<file path="config.mk">
export PLATFORM = sky130hd
export DESIGN_NAME = hdl_computing
export DESIGN_NICKNAME = d
export VERILOG_FILES = /design/src/design/axi_host_pkg.sv /design/src/design/engine_pkg.sv /design/src/design/ctrl_regs.sv /design/src/design/hdl_computing.sv /design/src/design/host_rd_engine.sv /design/src/design/host_wr_engine.sv
export SDC_FILE = /design/constraint.sdc
export NUM_CORES = 2
export LEC_CHECK = 0
export BUFFER_PORTS_ARGS = -buffer_cell sky130_fd_sc_hd__buf_4
export CAP_MARGIN = 20
export CORE_UTILIZATION = 40
export DETAILED_ROUTE_END_ITERATION = 10
export PLACE_DENSITY = 0.58
export SLEW_MARGIN = 5
export SYNTH_ARGS = -nofsm -noshare
export SYNTH_HDL_FRONTEND = slang
export SYNTH_SLANG_ARGS = --single-unit
export TNS_END_PERCENT = 30
</file>
<file path="constraint.sdc">
create_clock -name clk -period 18.3 [get_ports clk]
set_input_delay 0 -clock clk [delete_from_list [all_inputs] [get_ports clk]]
set_output_delay 0 -clock clk [all_outputs]
set_load 0.005 [all_outputs]
</file>
<file path="src/design/axi_host_pkg.sv">
// Host memory bus definitions shared by the traffic engines, the top level and the testbench
`default_nettype none

package axi_host_pkg;

  //------------------------------
  // Bus geometry
  //------------------------------
  localparam int HOST_ADDR_W = 32;
  localparam int HOST_DATA_W = 32;
  localparam int BURST_BEATS = 4;
  localparam int BEAT_CNT_W  = $clog2(BURST_BEATS);
  localparam int BURST_SHIFT = 4;                   // 16 bytes per burst

  localparam logic [1:0] RESP_OKAY = 2'd0;

  // Address channel payload, shared by AW and AR
  typedef struct packed {
    logic [HOST_ADDR_W-1:0] addr;
    logic [7:0]             len;     // Beats minus one
  } host_addr_t;

  typedef struct packed {
    logic [HOST_DATA_W-1:0] data;
    logic                   last;
  } host_wdata_t;

  typedef struct packed {
    logic [HOST_DATA_W-1:0] data;
    logic [1:0]             resp;
    logic                   last;
  } host_rdata_t;

endpackage

`default_nettype wire

</file>
<file path="src/design/engine_pkg.sv">
// Register map, pattern codes and the config and status records passed between bank and engines
`default_nettype none

package engine_pkg;

  //------------------------------
  // Register byte addresses
  //------------------------------
  localparam logic [7:0] REG_CTRL     = 8'h00;  // Bit 0 starts both engines
  localparam logic [7:0] REG_CFG      = 8'h04;  // Bit 0 wrap mode, bits 7:4 wrap length
  localparam logic [7:0] REG_SRC      = 8'h08;
  localparam logic [7:0] REG_TGT      = 8'h0C;
  localparam logic [7:0] REG_WR_INIT  = 8'h10;
  localparam logic [7:0] REG_RD_INIT  = 8'h14;
  localparam logic [7:0] REG_WR_PAT   = 8'h18;
  localparam logic [7:0] REG_RD_PAT   = 8'h1C;
  localparam logic [7:0] REG_WR_NUM   = 8'h20;
  localparam logic [7:0] REG_RD_NUM   = 8'h24;
  localparam logic [7:0] REG_STATUS   = 8'h28;
  localparam logic [7:0] REG_ERR_ADDR = 8'h2C;
  localparam logic [7:0] REG_ERR_DATA = 8'h30;
  localparam logic [7:0] REG_AR_CNT   = 8'h34;
  localparam logic [7:0] REG_R_CNT    = 8'h38;
  localparam logic [7:0] REG_AW_CNT   = 8'h3C;
  localparam logic [7:0] REG_B_CNT    = 8'h40;
  localparam logic [7:0] REG_TYPE     = 8'h44;
  localparam logic [7:0] REG_VER      = 8'h48;

  localparam logic [1:0] PAT_CONST = 2'd0;
  localparam logic [1:0] PAT_INCR  = 2'd1;

  typedef struct packed {
    logic        wr;
    logic        rd;
    logic [7:0]  addr;
    logic [31:0] wdata;
  } reg_req_t;

  typedef struct packed {
    logic        valid;
    logic [31:0] rdata;
  } reg_rsp_t;

  // Settings for one direction
  typedef struct packed {
    logic [axi_host_pkg::HOST_ADDR_W-1:0] base;
    logic [31:0]                          init;
    logic [1:0]                           pattern;
    logic [31:0]                          num;      // Bursts in the run
    logic                                 wrap_mode;
    logic [3:0]                           wrap_len;
  } eng_cfg_t;

  typedef struct packed {
    logic                                 done;     // One-cycle pulse
    logic [1:0]                           error;    // Bit 0 mismatch, bit 1 error response
    logic [axi_host_pkg::HOST_ADDR_W-1:0] err_addr;
    logic [31:0]                          err_data;
  } eng_status_t;

endpackage

`default_nettype wire

</file>
<file path="src/design/ctrl_regs.sv">
// Control register bank: settings, start pulse, sticky status and bus handshake counters
`timescale 1ns/1ns
`default_nettype none

module ctrl_regs (
  input  wire                       clk,
  input  wire                       i_rst,
  input  engine_pkg::reg_req_t      i_reg_req,
  output engine_pkg::reg_rsp_t      o_reg_rsp,
  output logic                      o_start,
  output engine_pkg::eng_cfg_t      o_wr_cfg,
  output engine_pkg::eng_cfg_t      o_rd_cfg,
  input  engine_pkg::eng_status_t   i_wr_status,
  input  engine_pkg::eng_status_t   i_rd_status,
  input  wire                       i_ar_valid,
  input  wire                       i_ar_ready,
  input  wire                       i_r_valid,
  input  wire                       i_r_ready,
  input  wire                       i_r_last,
  input  wire                       i_aw_valid,
  input  wire                       i_aw_ready,
  input  wire                       i_b_valid,
  input  wire                       i_b_ready,
  input  wire [31:0]                i_action_type,
  input  wire [31:0]                i_action_version
);
  import engine_pkg::*;

  logic        wrap_mode;
  logic [3:0]  wrap_len;
  logic [31:0] src_addr, tgt_addr;
  logic [31:0] wr_init, rd_init, wr_num, rd_num;
  logic [1:0]  wr_pat, rd_pat;
  logic        wr_done, rd_done, err_seen;
  logic [1:0]  wr_err, rd_err;
  logic [31:0] err_addr, err_data;
  logic [31:0] ar_cnt, r_cnt, aw_cnt, b_cnt;
  logic [31:0] rd_mux;

  //------------------------------
  // Register writes
  //------------------------------
  always_ff @(posedge clk) begin
    if (i_rst) begin
      o_start   <= 1'b0;
      wrap_mode <= 1'b0;
      wrap_len  <= '0;
      src_addr  <= '0;
      tgt_addr  <= '0;
      wr_init   <= '0;
      rd_init   <= '0;
      wr_pat    <= PAT_CONST;
      rd_pat    <= PAT_CONST;
      wr_num    <= '0;
      rd_num    <= '0;
    end else begin
      o_start <= i_reg_req.wr && (i_reg_req.addr == REG_CTRL) && i_reg_req.wdata[0];
      if (i_reg_req.wr) begin
        case (i_reg_req.addr)
          REG_CFG: begin
            wrap_mode <= i_reg_req.wdata[0];
            wrap_len  <= i_reg_req.wdata[7:4];
          end
          REG_SRC:     src_addr <= i_reg_req.wdata;
          REG_TGT:     tgt_addr <= i_reg_req.wdata;
          REG_WR_INIT: wr_init  <= i_reg_req.wdata;
          REG_RD_INIT: rd_init  <= i_reg_req.wdata;
          REG_WR_PAT:  wr_pat   <= i_reg_req.wdata[1:0];
          REG_RD_PAT:  rd_pat   <= i_reg_req.wdata[1:0];
          REG_WR_NUM:  wr_num   <= i_reg_req.wdata;
          REG_RD_NUM:  rd_num   <= i_reg_req.wdata;
          default: ;
        endcase
      end
    end
  end

  // Writes go to the target area, reads come from the source area
  assign o_wr_cfg = '{base: tgt_addr, init: wr_init, pattern: wr_pat, num: wr_num,
                      wrap_mode: wrap_mode, wrap_len: wrap_len};
  assign o_rd_cfg = '{base: src_addr, init: rd_init, pattern: rd_pat, num: rd_num,
                      wrap_mode: wrap_mode, wrap_len: wrap_len};

  //------------------------------
  // Sticky status and counters
  //------------------------------
  always_ff @(posedge clk) begin
    if (i_rst || o_start) begin
      wr_done  <= 1'b0;
      rd_done  <= 1'b0;
      wr_err   <= '0;
      rd_err   <= '0;
      err_seen <= 1'b0;
      ar_cnt   <= '0;
      r_cnt    <= '0;
      aw_cnt   <= '0;
      b_cnt    <= '0;
    end else begin
      if (i_wr_status.done) begin
        wr_done <= 1'b1;
        wr_err  <= i_wr_status.error;
      end
      if (i_rd_status.done) begin
        rd_done <= 1'b1;
        rd_err  <= i_rd_status.error;
      end
      if ((i_wr_status.done && |i_wr_status.error) ||
          (i_rd_status.done && |i_rd_status.error)) begin
        err_seen <= 1'b1;
      end
      ar_cnt <= ar_cnt + 32'(i_ar_valid && i_ar_ready);
      r_cnt  <= r_cnt + 32'(i_r_valid && i_r_ready && i_r_last);   // Bursts, not beats
      aw_cnt <= aw_cnt + 32'(i_aw_valid && i_aw_ready);
      b_cnt  <= b_cnt + 32'(i_b_valid && i_b_ready);
    end
  end

  // First failing direction keeps its info until the next start
  always_ff @(posedge clk) begin
    if (!err_seen) begin
      if (i_rd_status.done && |i_rd_status.error) begin
        err_addr <= i_rd_status.err_addr;
        err_data <= i_rd_status.err_data;
      end else if (i_wr_status.done && |i_wr_status.error) begin
        err_addr <= i_wr_status.err_addr;
        err_data <= i_wr_status.err_data;
      end
    end
  end

  //------------------------------
  // Register reads
  //------------------------------
  always_comb begin
    case (i_reg_req.addr)
      REG_CFG:      rd_mux = {24'b0, wrap_len, 3'b0, wrap_mode};
      REG_SRC:      rd_mux = src_addr;
      REG_TGT:      rd_mux = tgt_addr;
      REG_WR_INIT:  rd_mux = wr_init;
      REG_RD_INIT:  rd_mux = rd_init;
      REG_WR_PAT:   rd_mux = {30'b0, wr_pat};
      REG_RD_PAT:   rd_mux = {30'b0, rd_pat};
      REG_WR_NUM:   rd_mux = wr_num;
      REG_RD_NUM:   rd_mux = rd_num;
      REG_STATUS:   rd_mux = {26'b0, rd_err, wr_err, rd_done, wr_done};
      REG_ERR_ADDR: rd_mux = err_seen ? err_addr : 32'b0;
      REG_ERR_DATA: rd_mux = err_seen ? err_data : 32'b0;
      REG_AR_CNT:   rd_mux = ar_cnt;
      REG_R_CNT:    rd_mux = r_cnt;
      REG_AW_CNT:   rd_mux = aw_cnt;
      REG_B_CNT:    rd_mux = b_cnt;
      REG_TYPE:     rd_mux = i_action_type;
      REG_VER:      rd_mux = i_action_version;
      default:      rd_mux = 32'b0;
    endcase
  end

  always_ff @(posedge clk) begin
    if (i_rst) begin
      o_reg_rsp.valid <= 1'b0;
    end else begin
      o_reg_rsp.valid <= i_reg_req.rd;
    end
    o_reg_rsp.rdata <= rd_mux;   // Payload only, qualified by valid
  end

endmodule

`default_nettype wire

</file>
<file path="src/design/hdl_computing.sv">
// Top level of the traffic engine: register bank plus write and read masters on the host bus
`timescale 1ns/1ns
`default_nettype none

module hdl_computing (
  input  wire                         clk,
  input  wire                         i_rst,
  input  engine_pkg::reg_req_t        i_reg_req,
  output engine_pkg::reg_rsp_t        o_reg_rsp,
  // Write address, data and response
  output axi_host_pkg::host_addr_t    o_aw,
  output logic                        o_aw_valid,
  input  wire                         i_aw_ready,
  output axi_host_pkg::host_wdata_t   o_w,
  output logic                        o_w_valid,
  input  wire                         i_w_ready,
  input  wire [1:0]                   i_b_resp,
  input  wire                         i_b_valid,
  output logic                        o_b_ready,
  // Read address and data
  output axi_host_pkg::host_addr_t    o_ar,
  output logic                        o_ar_valid,
  input  wire                         i_ar_ready,
  input  axi_host_pkg::host_rdata_t   i_r,
  input  wire                         i_r_valid,
  output logic                        o_r_ready,
  input  wire [31:0]                  i_action_type,
  input  wire [31:0]                  i_action_version
);
  import engine_pkg::*;

  logic        start;
  eng_cfg_t    wr_cfg, rd_cfg;
  eng_status_t wr_status, rd_status;

  //------------------------------
  // Register hub
  //------------------------------
  ctrl_regs u_ctrl_regs (
    .clk              (clk),
    .i_rst            (i_rst),
    .i_reg_req        (i_reg_req),
    .o_reg_rsp        (o_reg_rsp),
    .o_start          (start),
    .o_wr_cfg         (wr_cfg),
    .o_rd_cfg         (rd_cfg),
    .i_wr_status      (wr_status),
    .i_rd_status      (rd_status),
    .i_ar_valid       (o_ar_valid),
    .i_ar_ready       (i_ar_ready),
    .i_r_valid        (i_r_valid),
    .i_r_ready        (o_r_ready),
    .i_r_last         (i_r.last),       // Counts bursts on the R channel
    .i_aw_valid       (o_aw_valid),
    .i_aw_ready       (i_aw_ready),
    .i_b_valid        (i_b_valid),
    .i_b_ready        (o_b_ready),
    .i_action_type    (i_action_type),
    .i_action_version (i_action_version)
  );

  //------------------------------
  // Host bus masters
  //------------------------------
  host_wr_engine u_host_wr_engine (
    .clk        (clk),
    .i_rst      (i_rst),
    .i_start    (start),
    .i_cfg      (wr_cfg),
    .o_status   (wr_status),
    .o_aw       (o_aw),
    .o_aw_valid (o_aw_valid),
    .i_aw_ready (i_aw_ready),
    .o_w        (o_w),
    .o_w_valid  (o_w_valid),
    .i_w_ready  (i_w_ready),
    .i_b_resp   (i_b_resp),
    .i_b_valid  (i_b_valid),
    .o_b_ready  (o_b_ready)
  );

  host_rd_engine u_host_rd_engine (
    .clk        (clk),
    .i_rst      (i_rst),
    .i_start    (start),
    .i_cfg      (rd_cfg),
    .o_status   (rd_status),
    .o_ar       (o_ar),
    .o_ar_valid (o_ar_valid),
    .i_ar_ready (i_ar_ready),
    .i_r        (i_r),
    .i_r_valid  (i_r_valid),
    .o_r_ready  (o_r_ready)
  );

endmodule

`default_nettype wire

</file>
<file path="src/design/host_rd_engine.sv">
// Read master: fetches bursts from host memory and compares each beat with the expected pattern
`timescale 1ns/1ns
`default_nettype none

module host_rd_engine (
  input  wire                         clk,
  input  wire                         i_rst,
  input  wire                         i_start,
  input  engine_pkg::eng_cfg_t        i_cfg,
  output engine_pkg::eng_status_t     o_status,
  output axi_host_pkg::host_addr_t    o_ar,
  output logic                        o_ar_valid,
  input  wire                         i_ar_ready,
  input  axi_host_pkg::host_rdata_t   i_r,
  input  wire                         i_r_valid,
  output logic                        o_r_ready
);
  import axi_host_pkg::*;
  import engine_pkg::*;

  typedef enum logic [1:0] {S_IDLE, S_AR, S_R} state_t;

  state_t                 state;
  eng_cfg_t               cfg_q;
  logic [31:0]            burst_cnt;
  logic [31:0]            slot;
  logic [BEAT_CNT_W-1:0]  beat;
  logic [31:0]            expect_q;       // Next expected word
  logic                   done_q;
  logic [1:0]             err_q;
  logic [HOST_ADDR_W-1:0] err_addr_q;
  logic [31:0]            err_data_q;
  logic [HOST_ADDR_W-1:0] burst_addr;
  logic [HOST_ADDR_W-1:0] beat_addr;

  assign burst_addr = cfg_q.base + (slot << BURST_SHIFT);
  assign beat_addr  = burst_addr + {{(HOST_ADDR_W-BEAT_CNT_W-2){1'b0}}, beat, 2'b00};

  //------------------------------
  // Burst sequencing and check
  //------------------------------
  always_ff @(posedge clk) begin
    if (i_rst) begin
      state     <= S_IDLE;
      done_q    <= 1'b0;
      err_q     <= '0;
      burst_cnt <= '0;
      slot      <= '0;
      beat      <= '0;
    end else begin
      done_q <= 1'b0;
      case (state)
        S_IDLE: if (i_start) begin
          cfg_q     <= i_cfg;
          err_q     <= '0;
          burst_cnt <= '0;
          slot      <= '0;
          beat      <= '0;
          expect_q  <= i_cfg.init;
          if (i_cfg.num == 32'd0) done_q <= 1'b1;
          else                    state  <= S_AR;
        end
        S_AR: if (i_ar_ready) state <= S_R;
        S_R: if (i_r_valid) begin
          beat <= beat + 1'b1;
          if (cfg_q.pattern == PAT_INCR) expect_q <= expect_q + 32'd1;
          // Only the first mismatch of the run is kept
          if (i_r.data != expect_q && !err_q[0]) begin
            err_q[0]   <= 1'b1;
            err_addr_q <= beat_addr;
            err_data_q <= i_r.data;
          end
          if (i_r.resp != RESP_OKAY) err_q[1] <= 1'b1;
          if (i_r.last) begin
            beat      <= '0;
            burst_cnt <= burst_cnt + 32'd1;
            if (cfg_q.wrap_mode && slot == 32'(cfg_q.wrap_len)) slot <= '0;
            else                                                slot <= slot + 32'd1;
            if (burst_cnt + 32'd1 == cfg_q.num) begin
              done_q <= 1'b1;
              state  <= S_IDLE;
            end else begin
              state <= S_AR;
            end
          end
        end
        default: state <= S_IDLE;
      endcase
    end
  end

  assign o_ar_valid = (state == S_AR);
  assign o_ar       = '{addr: burst_addr, len: 8'(BURST_BEATS - 1)};
  assign o_r_ready  = (state == S_R);      // Open burst accepts every beat

  assign o_status = '{done: done_q, error: err_q, err_addr: err_addr_q, err_data: err_data_q};

endmodule

`default_nettype wire

</file>
<file path="src/design/host_wr_engine.sv">
// Write master: sends pattern bursts to host memory, one burst at a time, and checks responses
`timescale 1ns/1ns
`default_nettype none

module host_wr_engine (
  input  wire                         clk,
  input  wire                         i_rst,
  input  wire                         i_start,
  input  engine_pkg::eng_cfg_t        i_cfg,
  output engine_pkg::eng_status_t     o_status,
  output axi_host_pkg::host_addr_t    o_aw,
  output logic                        o_aw_valid,
  input  wire                         i_aw_ready,
  output axi_host_pkg::host_wdata_t   o_w,
  output logic                        o_w_valid,
  input  wire                         i_w_ready,
  input  wire [1:0]                   i_b_resp,
  input  wire                         i_b_valid,
  output logic                        o_b_ready
);
  import axi_host_pkg::*;
  import engine_pkg::*;

  typedef enum logic [1:0] {S_IDLE, S_AW, S_W, S_B} state_t;

  state_t                 state;
  eng_cfg_t               cfg_q;          // Settings latched at start
  logic [31:0]            burst_cnt;
  logic [31:0]            slot;           // Burst index after wrap
  logic [BEAT_CNT_W-1:0]  beat;
  logic [31:0]            wdata_q;
  logic                   done_q;
  logic [1:0]             err_q;
  logic [HOST_ADDR_W-1:0] err_addr_q;
  logic [HOST_ADDR_W-1:0] burst_addr;
  logic                   beat_last;

  assign burst_addr = cfg_q.base + (slot << BURST_SHIFT);
  assign beat_last  = (beat == BEAT_CNT_W'(BURST_BEATS - 1));

  //------------------------------
  // Burst sequencing
  //------------------------------
  always_ff @(posedge clk) begin
    if (i_rst) begin
      state     <= S_IDLE;
      done_q    <= 1'b0;
      err_q     <= '0;
      burst_cnt <= '0;
      slot      <= '0;
      beat      <= '0;
    end else begin
      done_q <= 1'b0;
      case (state)
        S_IDLE: if (i_start) begin
          cfg_q     <= i_cfg;
          err_q     <= '0;
          burst_cnt <= '0;
          slot      <= '0;
          beat      <= '0;
          wdata_q   <= i_cfg.init;
          if (i_cfg.num == 32'd0) done_q <= 1'b1;   // Empty run
          else                    state  <= S_AW;
        end
        S_AW: if (i_aw_ready) state <= S_W;
        S_W: if (i_w_ready) begin
          beat <= beat + 1'b1;
          if (cfg_q.pattern == PAT_INCR) wdata_q <= wdata_q + 32'd1;
          if (beat_last) state <= S_B;
        end
        S_B: if (i_b_valid) begin
          if (i_b_resp != RESP_OKAY && !err_q[1]) begin
            err_q[1]   <= 1'b1;
            err_addr_q <= burst_addr;
          end
          burst_cnt <= burst_cnt + 32'd1;
          if (cfg_q.wrap_mode && slot == 32'(cfg_q.wrap_len)) slot <= '0;
          else                                                slot <= slot + 32'd1;
          if (burst_cnt + 32'd1 == cfg_q.num) begin
            done_q <= 1'b1;
            state  <= S_IDLE;
          end else begin
            state <= S_AW;
          end
        end
        default: state <= S_IDLE;
      endcase
    end
  end

  // Channel outputs follow the state directly
  assign o_aw_valid = (state == S_AW);
  assign o_aw       = '{addr: burst_addr, len: 8'(BURST_BEATS - 1)};
  assign o_w_valid  = (state == S_W);
  assign o_w        = '{data: wdata_q, last: beat_last};
  assign o_b_ready  = (state == S_B);

  assign o_status = '{done: done_q, error: err_q, err_addr: err_addr_q, err_data: 32'b0};

endmodule

`default_nettype wire

</file>
==> results_dict.tcl <==
set metrics [dict create \
    vias 36846 \
    timing.max_slew.rel_slack_pct 30.82 \
    final_layout_size_suffix_gt1_share_pct 12.15 \
    postSynth.asyncResetShare_pct 0 \
    finalCriticalPeriod_ps 4999 \
    postCtsSetupRepairBufs 0 \
    wl_met3_mm 14.54 \
    wirelength_met1_mm 69.09 \
    synth_xor_xnor_area_share_pct 8.520 \
    synth.area.top_cells "sky130_fd_sc_hd__edfxtp_1, sky130_fd_sc_hd__dfxtp_1, sky130_fd_sc_hd__nand2_1" \
    synth_most_common_cell "sky130_fd_sc_hd__nand2_1" \
    share_of_the_yosys_chip_area_belonging_to_registers_pct 50.35 \
    postCtsResizedCells 0 \
    netlist.area_leader.share_pct 26.10 \
    via_per_inst 5.849 \
    design.final.nets 5059 \
    final_weighted_congestion_in_routability_driven_placement 0.9734 \
    top_layer "met5" \
    number_of_global_route_vias_before_repair 33170 \
    finalCoreUtilization_pct 48.39 \
    tritoncts.num_buffers 97 \
    critical-path-slowest-cell "sky130_fd_sc_hd__inv_1" \
    clock-root-buffer "sky130_fd_sc_hd__clkbuf_16" \
    dieArea_mm2 0.1066 \
    worst_setup_hold_path_clk_slew_ps 60 \
    end_of_the_worst_hold_path "u_host_rd_engine.err_data_q[28]" \
    grt_overflow_total 0 \
    critPathTopFamily "simple AND/OR/NAND/NOR gates" \
    ioPinCount 301 \
    cts_tree "done" \
    synth_top_cells_by_count "sky130_fd_sc_hd__nand2_1, sky130_fd_sc_hd__dfxtp_1, sky130_fd_sc_hd__nor2_1, sky130_fd_sc_hd__a21oi_1, sky130_fd_sc_hd__edfxtp_1" \
    grt_pass1_wl_mm 233.7 \
    syn_to_final_growth_pct 19.45 \
    cts.sink_count 876 \
    synth_simple_gate_area_share_pct 20.96 \
    ff2ff_setup_slack_ps 13300 \
    largest_registers "u_host_rd_engine.cfg_q: 71 flops, u_host_wr_engine.cfg_q: 71 flops, u_ctrl_regs.o_reg_rsp: 33 flops" \
    timing.critical_path.required_ps 18910 \
    placement.setup.worst_slack_ps 13400 \
    final-max-slew-violation-count 0 \
    setup_violations 0 \
    hold_violations 0 \
    dp.final_hpwl_mm 121.9 \
    main_combinational_cell_family_by_area_after_synthesis "simple AND/OR/NAND/NOR gates" \
    critical-path-max-stage-delay_ps 780 \
    max_freq_mhz 200.0 \
    worstPathArrival_ps 5610 \
    post_layout_nonfiller_instances 6299 \
    dpl.cell_count 5963 \
    total_leakage_power_nw 18.02 \
    synth_top_flop_cell "sky130_fd_sc_hd__dfxtp_1" \
    clk-insertion-delay-late_ps 700 \
    ctsHtreeMaxLevel 3 \
    finalClockSkew_ps 32.57 \
    routed_wire_length_per_instance_um 26.10 \
    postCtsHoldBufs 146 \
    cts_buffer_depth 3 \
    postRouteWirelength_mm 164.4 \
    post_synth_fa_ha_maj_area_fraction_pct 2.401 \
    synth_area_mm2 0.04211 \
    route.antenna.remaining_nets 0 \
    crit-reg2reg-capture "u_ctrl_regs.r_cnt[30]" \
    synth_area_leader_cell "sky130_fd_sc_hd__edfxtp_1" \
    max_slew.worst_pin.slew_ps 1038 \
    grt_max_degree 86 \
    die_height_um 326.4 \
    timing.critical_path.cells "nand2b_2, buf_4, inv_1, nand3_1, inv_1, ha_1, ha_1, nand2_1, nor3_1, nand3_1, or3_1, a21oi_1" \
    number_of_cells_on_the_worst_hold_path 2 \
    worstSetupStartpointType "flop" \
    timing.hold.worst.class "in2reg" \
    floorplan.core_area_mm2 0.1039 \
    worst-r2r-cell-count 12 \
    totalNegativeSetupSlack_ps 0 \
    multiplexer_share_of_the_synthesized_area_pct 0.3150 \
    max_cap_violations 0 \
    path_max_fanout 65 \
    worstSetupEndpointType "flop" \
    worst-setup-path-type "reg2reg" \
    vdd_ir_drop_max_uv 65.36 \
    period_share_pct 27.32 \
    grt.total_usage_pct 29.94 \
    rsz0062_at_grt "false" \
    edff_count_synth 366 \
    min-delay-start "i_r[31]" \
    num_rows 118 \
    dr_wl_met2_mm 71.99 \
    power.density_mw_per_mm2 82.78 \
    r2r_start "u_host_rd_engine.state[0]" \
    fin_ws_ps 13300 \
    synthesis.instances 4477 \
    die-width_um 326.4 \
    yosysWarnings 0 \
    synth_cell_types 101 \
    io_buffer_count 284 \
    antenna_found_initial 16 \
    initialDrtViolationCount 4314 \
    first_pass_iters 6 \
    critical_path.n_buffers_inverters 3 \
    compound_gate_portion_of_the_synthesized_area_pct 14.33 \
    outcome "finished, final reports clean" \
    ys_ff_latch 876 \
    drcViolationCount 0 \
    synthesis.area_per_instance_um2 9.405 \
    effective_utilization_at_floorplan_pct 40.51 \
]
==> per-stage QoR <==
stage,cell area (µm²),hold WS (ps),power [mW]
2_1_floorplan,42160,98.87,2.090
3_3_place_gp,45490,199.1,2.155
3_5_place_dp,45510,199.7,2.155
4_1_cts,50230,18.43,4.180
5_1_grt,50280,52.72,4.259
6_report,50290,66.44,4.163
==> logic make-up after synthesis <==
group	after synthesis
AND/OR/NAND/NOR	1860
AO/OA/AOI/OAI	929
flip-flops	876
XOR/XNOR	407
buffers and inverters	311
adder cells (fa/ha/maj)	79
multiplexers	13
other	2
==> power breakdown <==
| group | leakage (nW) | internal (mW) | switching [mW] |
|---|---|---|---|
| logic | 9.08 | 0.0439 | 0.0705 |
| registers | 7.34 | 2.02 | 0.00140 |
| clock network | 1.59 | 1.16 | 0.868 |
==> worst max path at each step <==
| stage | depth (start not counted) | start | slack (ps) | to |
|---|---|---|---|---|
| after CTS | 12 | u_host_rd_engine.state[0] | 13380 | u_ctrl_regs.r_cnt[26] |
| after floorplan | 6 | u_host_rd_engine.expect_q[15] | 10740 | u_host_rd_engine.err_addr_q[0] |
| after global placement | 13 | u_host_rd_engine.state[0] | 13470 | u_ctrl_regs.r_cnt[28] |
| final | 12 | u_host_rd_engine.state[0] | 13300 | u_ctrl_regs.r_cnt[30] |
| after global routing | 12 | u_host_rd_engine.state[0] | 12870 | u_ctrl_regs.r_cnt[26] |
| after detailed placement | 13 | u_host_rd_engine.state[0] | 13400 | u_ctrl_regs.r_cnt[28] |
==> cell usage in the layout, fill, tap and decap left out, drive strengths merged, types with 12 or more instances in the layout <==
| cell type | netlist | layout |
|---|---|---|
| o21ai | 155 | 155 |
| a21o | 44 | 44 |
| dfxtp | 510 | 510 |
| clkinv | 0 | 30 |
| edfxtp | 366 | 366 |
| a211oi | 12 | 12 |
| nand2b | 16 | 16 |
| nand2 | 758 | 758 |
| a22o | 115 | 115 |
| nand4 | 109 | 109 |
| nor4 | 60 | 60 |
| and2 | 67 | 67 |
| a21oi | 378 | 378 |
| a221oi | 82 | 82 |
| o21a | 12 | 12 |
| xor2 | 216 | 216 |
| nand3 | 171 | 171 |
| conb | 2 | 16 |
| buf | 51 | 343 |
| ha | 76 | 76 |
| xnor2 | 191 | 191 |
| inv | 62 | 73 |
| dlygate4sd3 | 0 | 146 |
| clkbuf | 198 | 125 |
| nor2b | 12 | 12 |
| a22oi | 49 | 49 |
| and3 | 74 | 74 |
| a31oi | 15 | 15 |
| nor2 | 406 | 406 |
| nor3 | 71 | 71 |
| or3 | 48 | 48 |
==> cell type report <==
| class | count | area, µm² |
|---|---|---|
| antenna | 5 | 12.51 |
| multi-input combinational | 3304 | 19780 |
| sequential | 876 | 21200 |
| fill | 9708 | 53650 |
| inverter | 62 | 232.7 |
| timing repair buffer | 489 | 4081 |
| tap | 1380 | 1727 |
| clock buffer | 125 | 2690 |
| clock inverter | 58 | 568.0 |
==> routing by layer <==
metal  track usage [%]  up-vias
met5                 0        -
met4             15.09        4
met3             5.277      345
met2             44.73     1788
met1             41.54    18021
li1                  -    16688
Power figures use the tool's default switching activity.
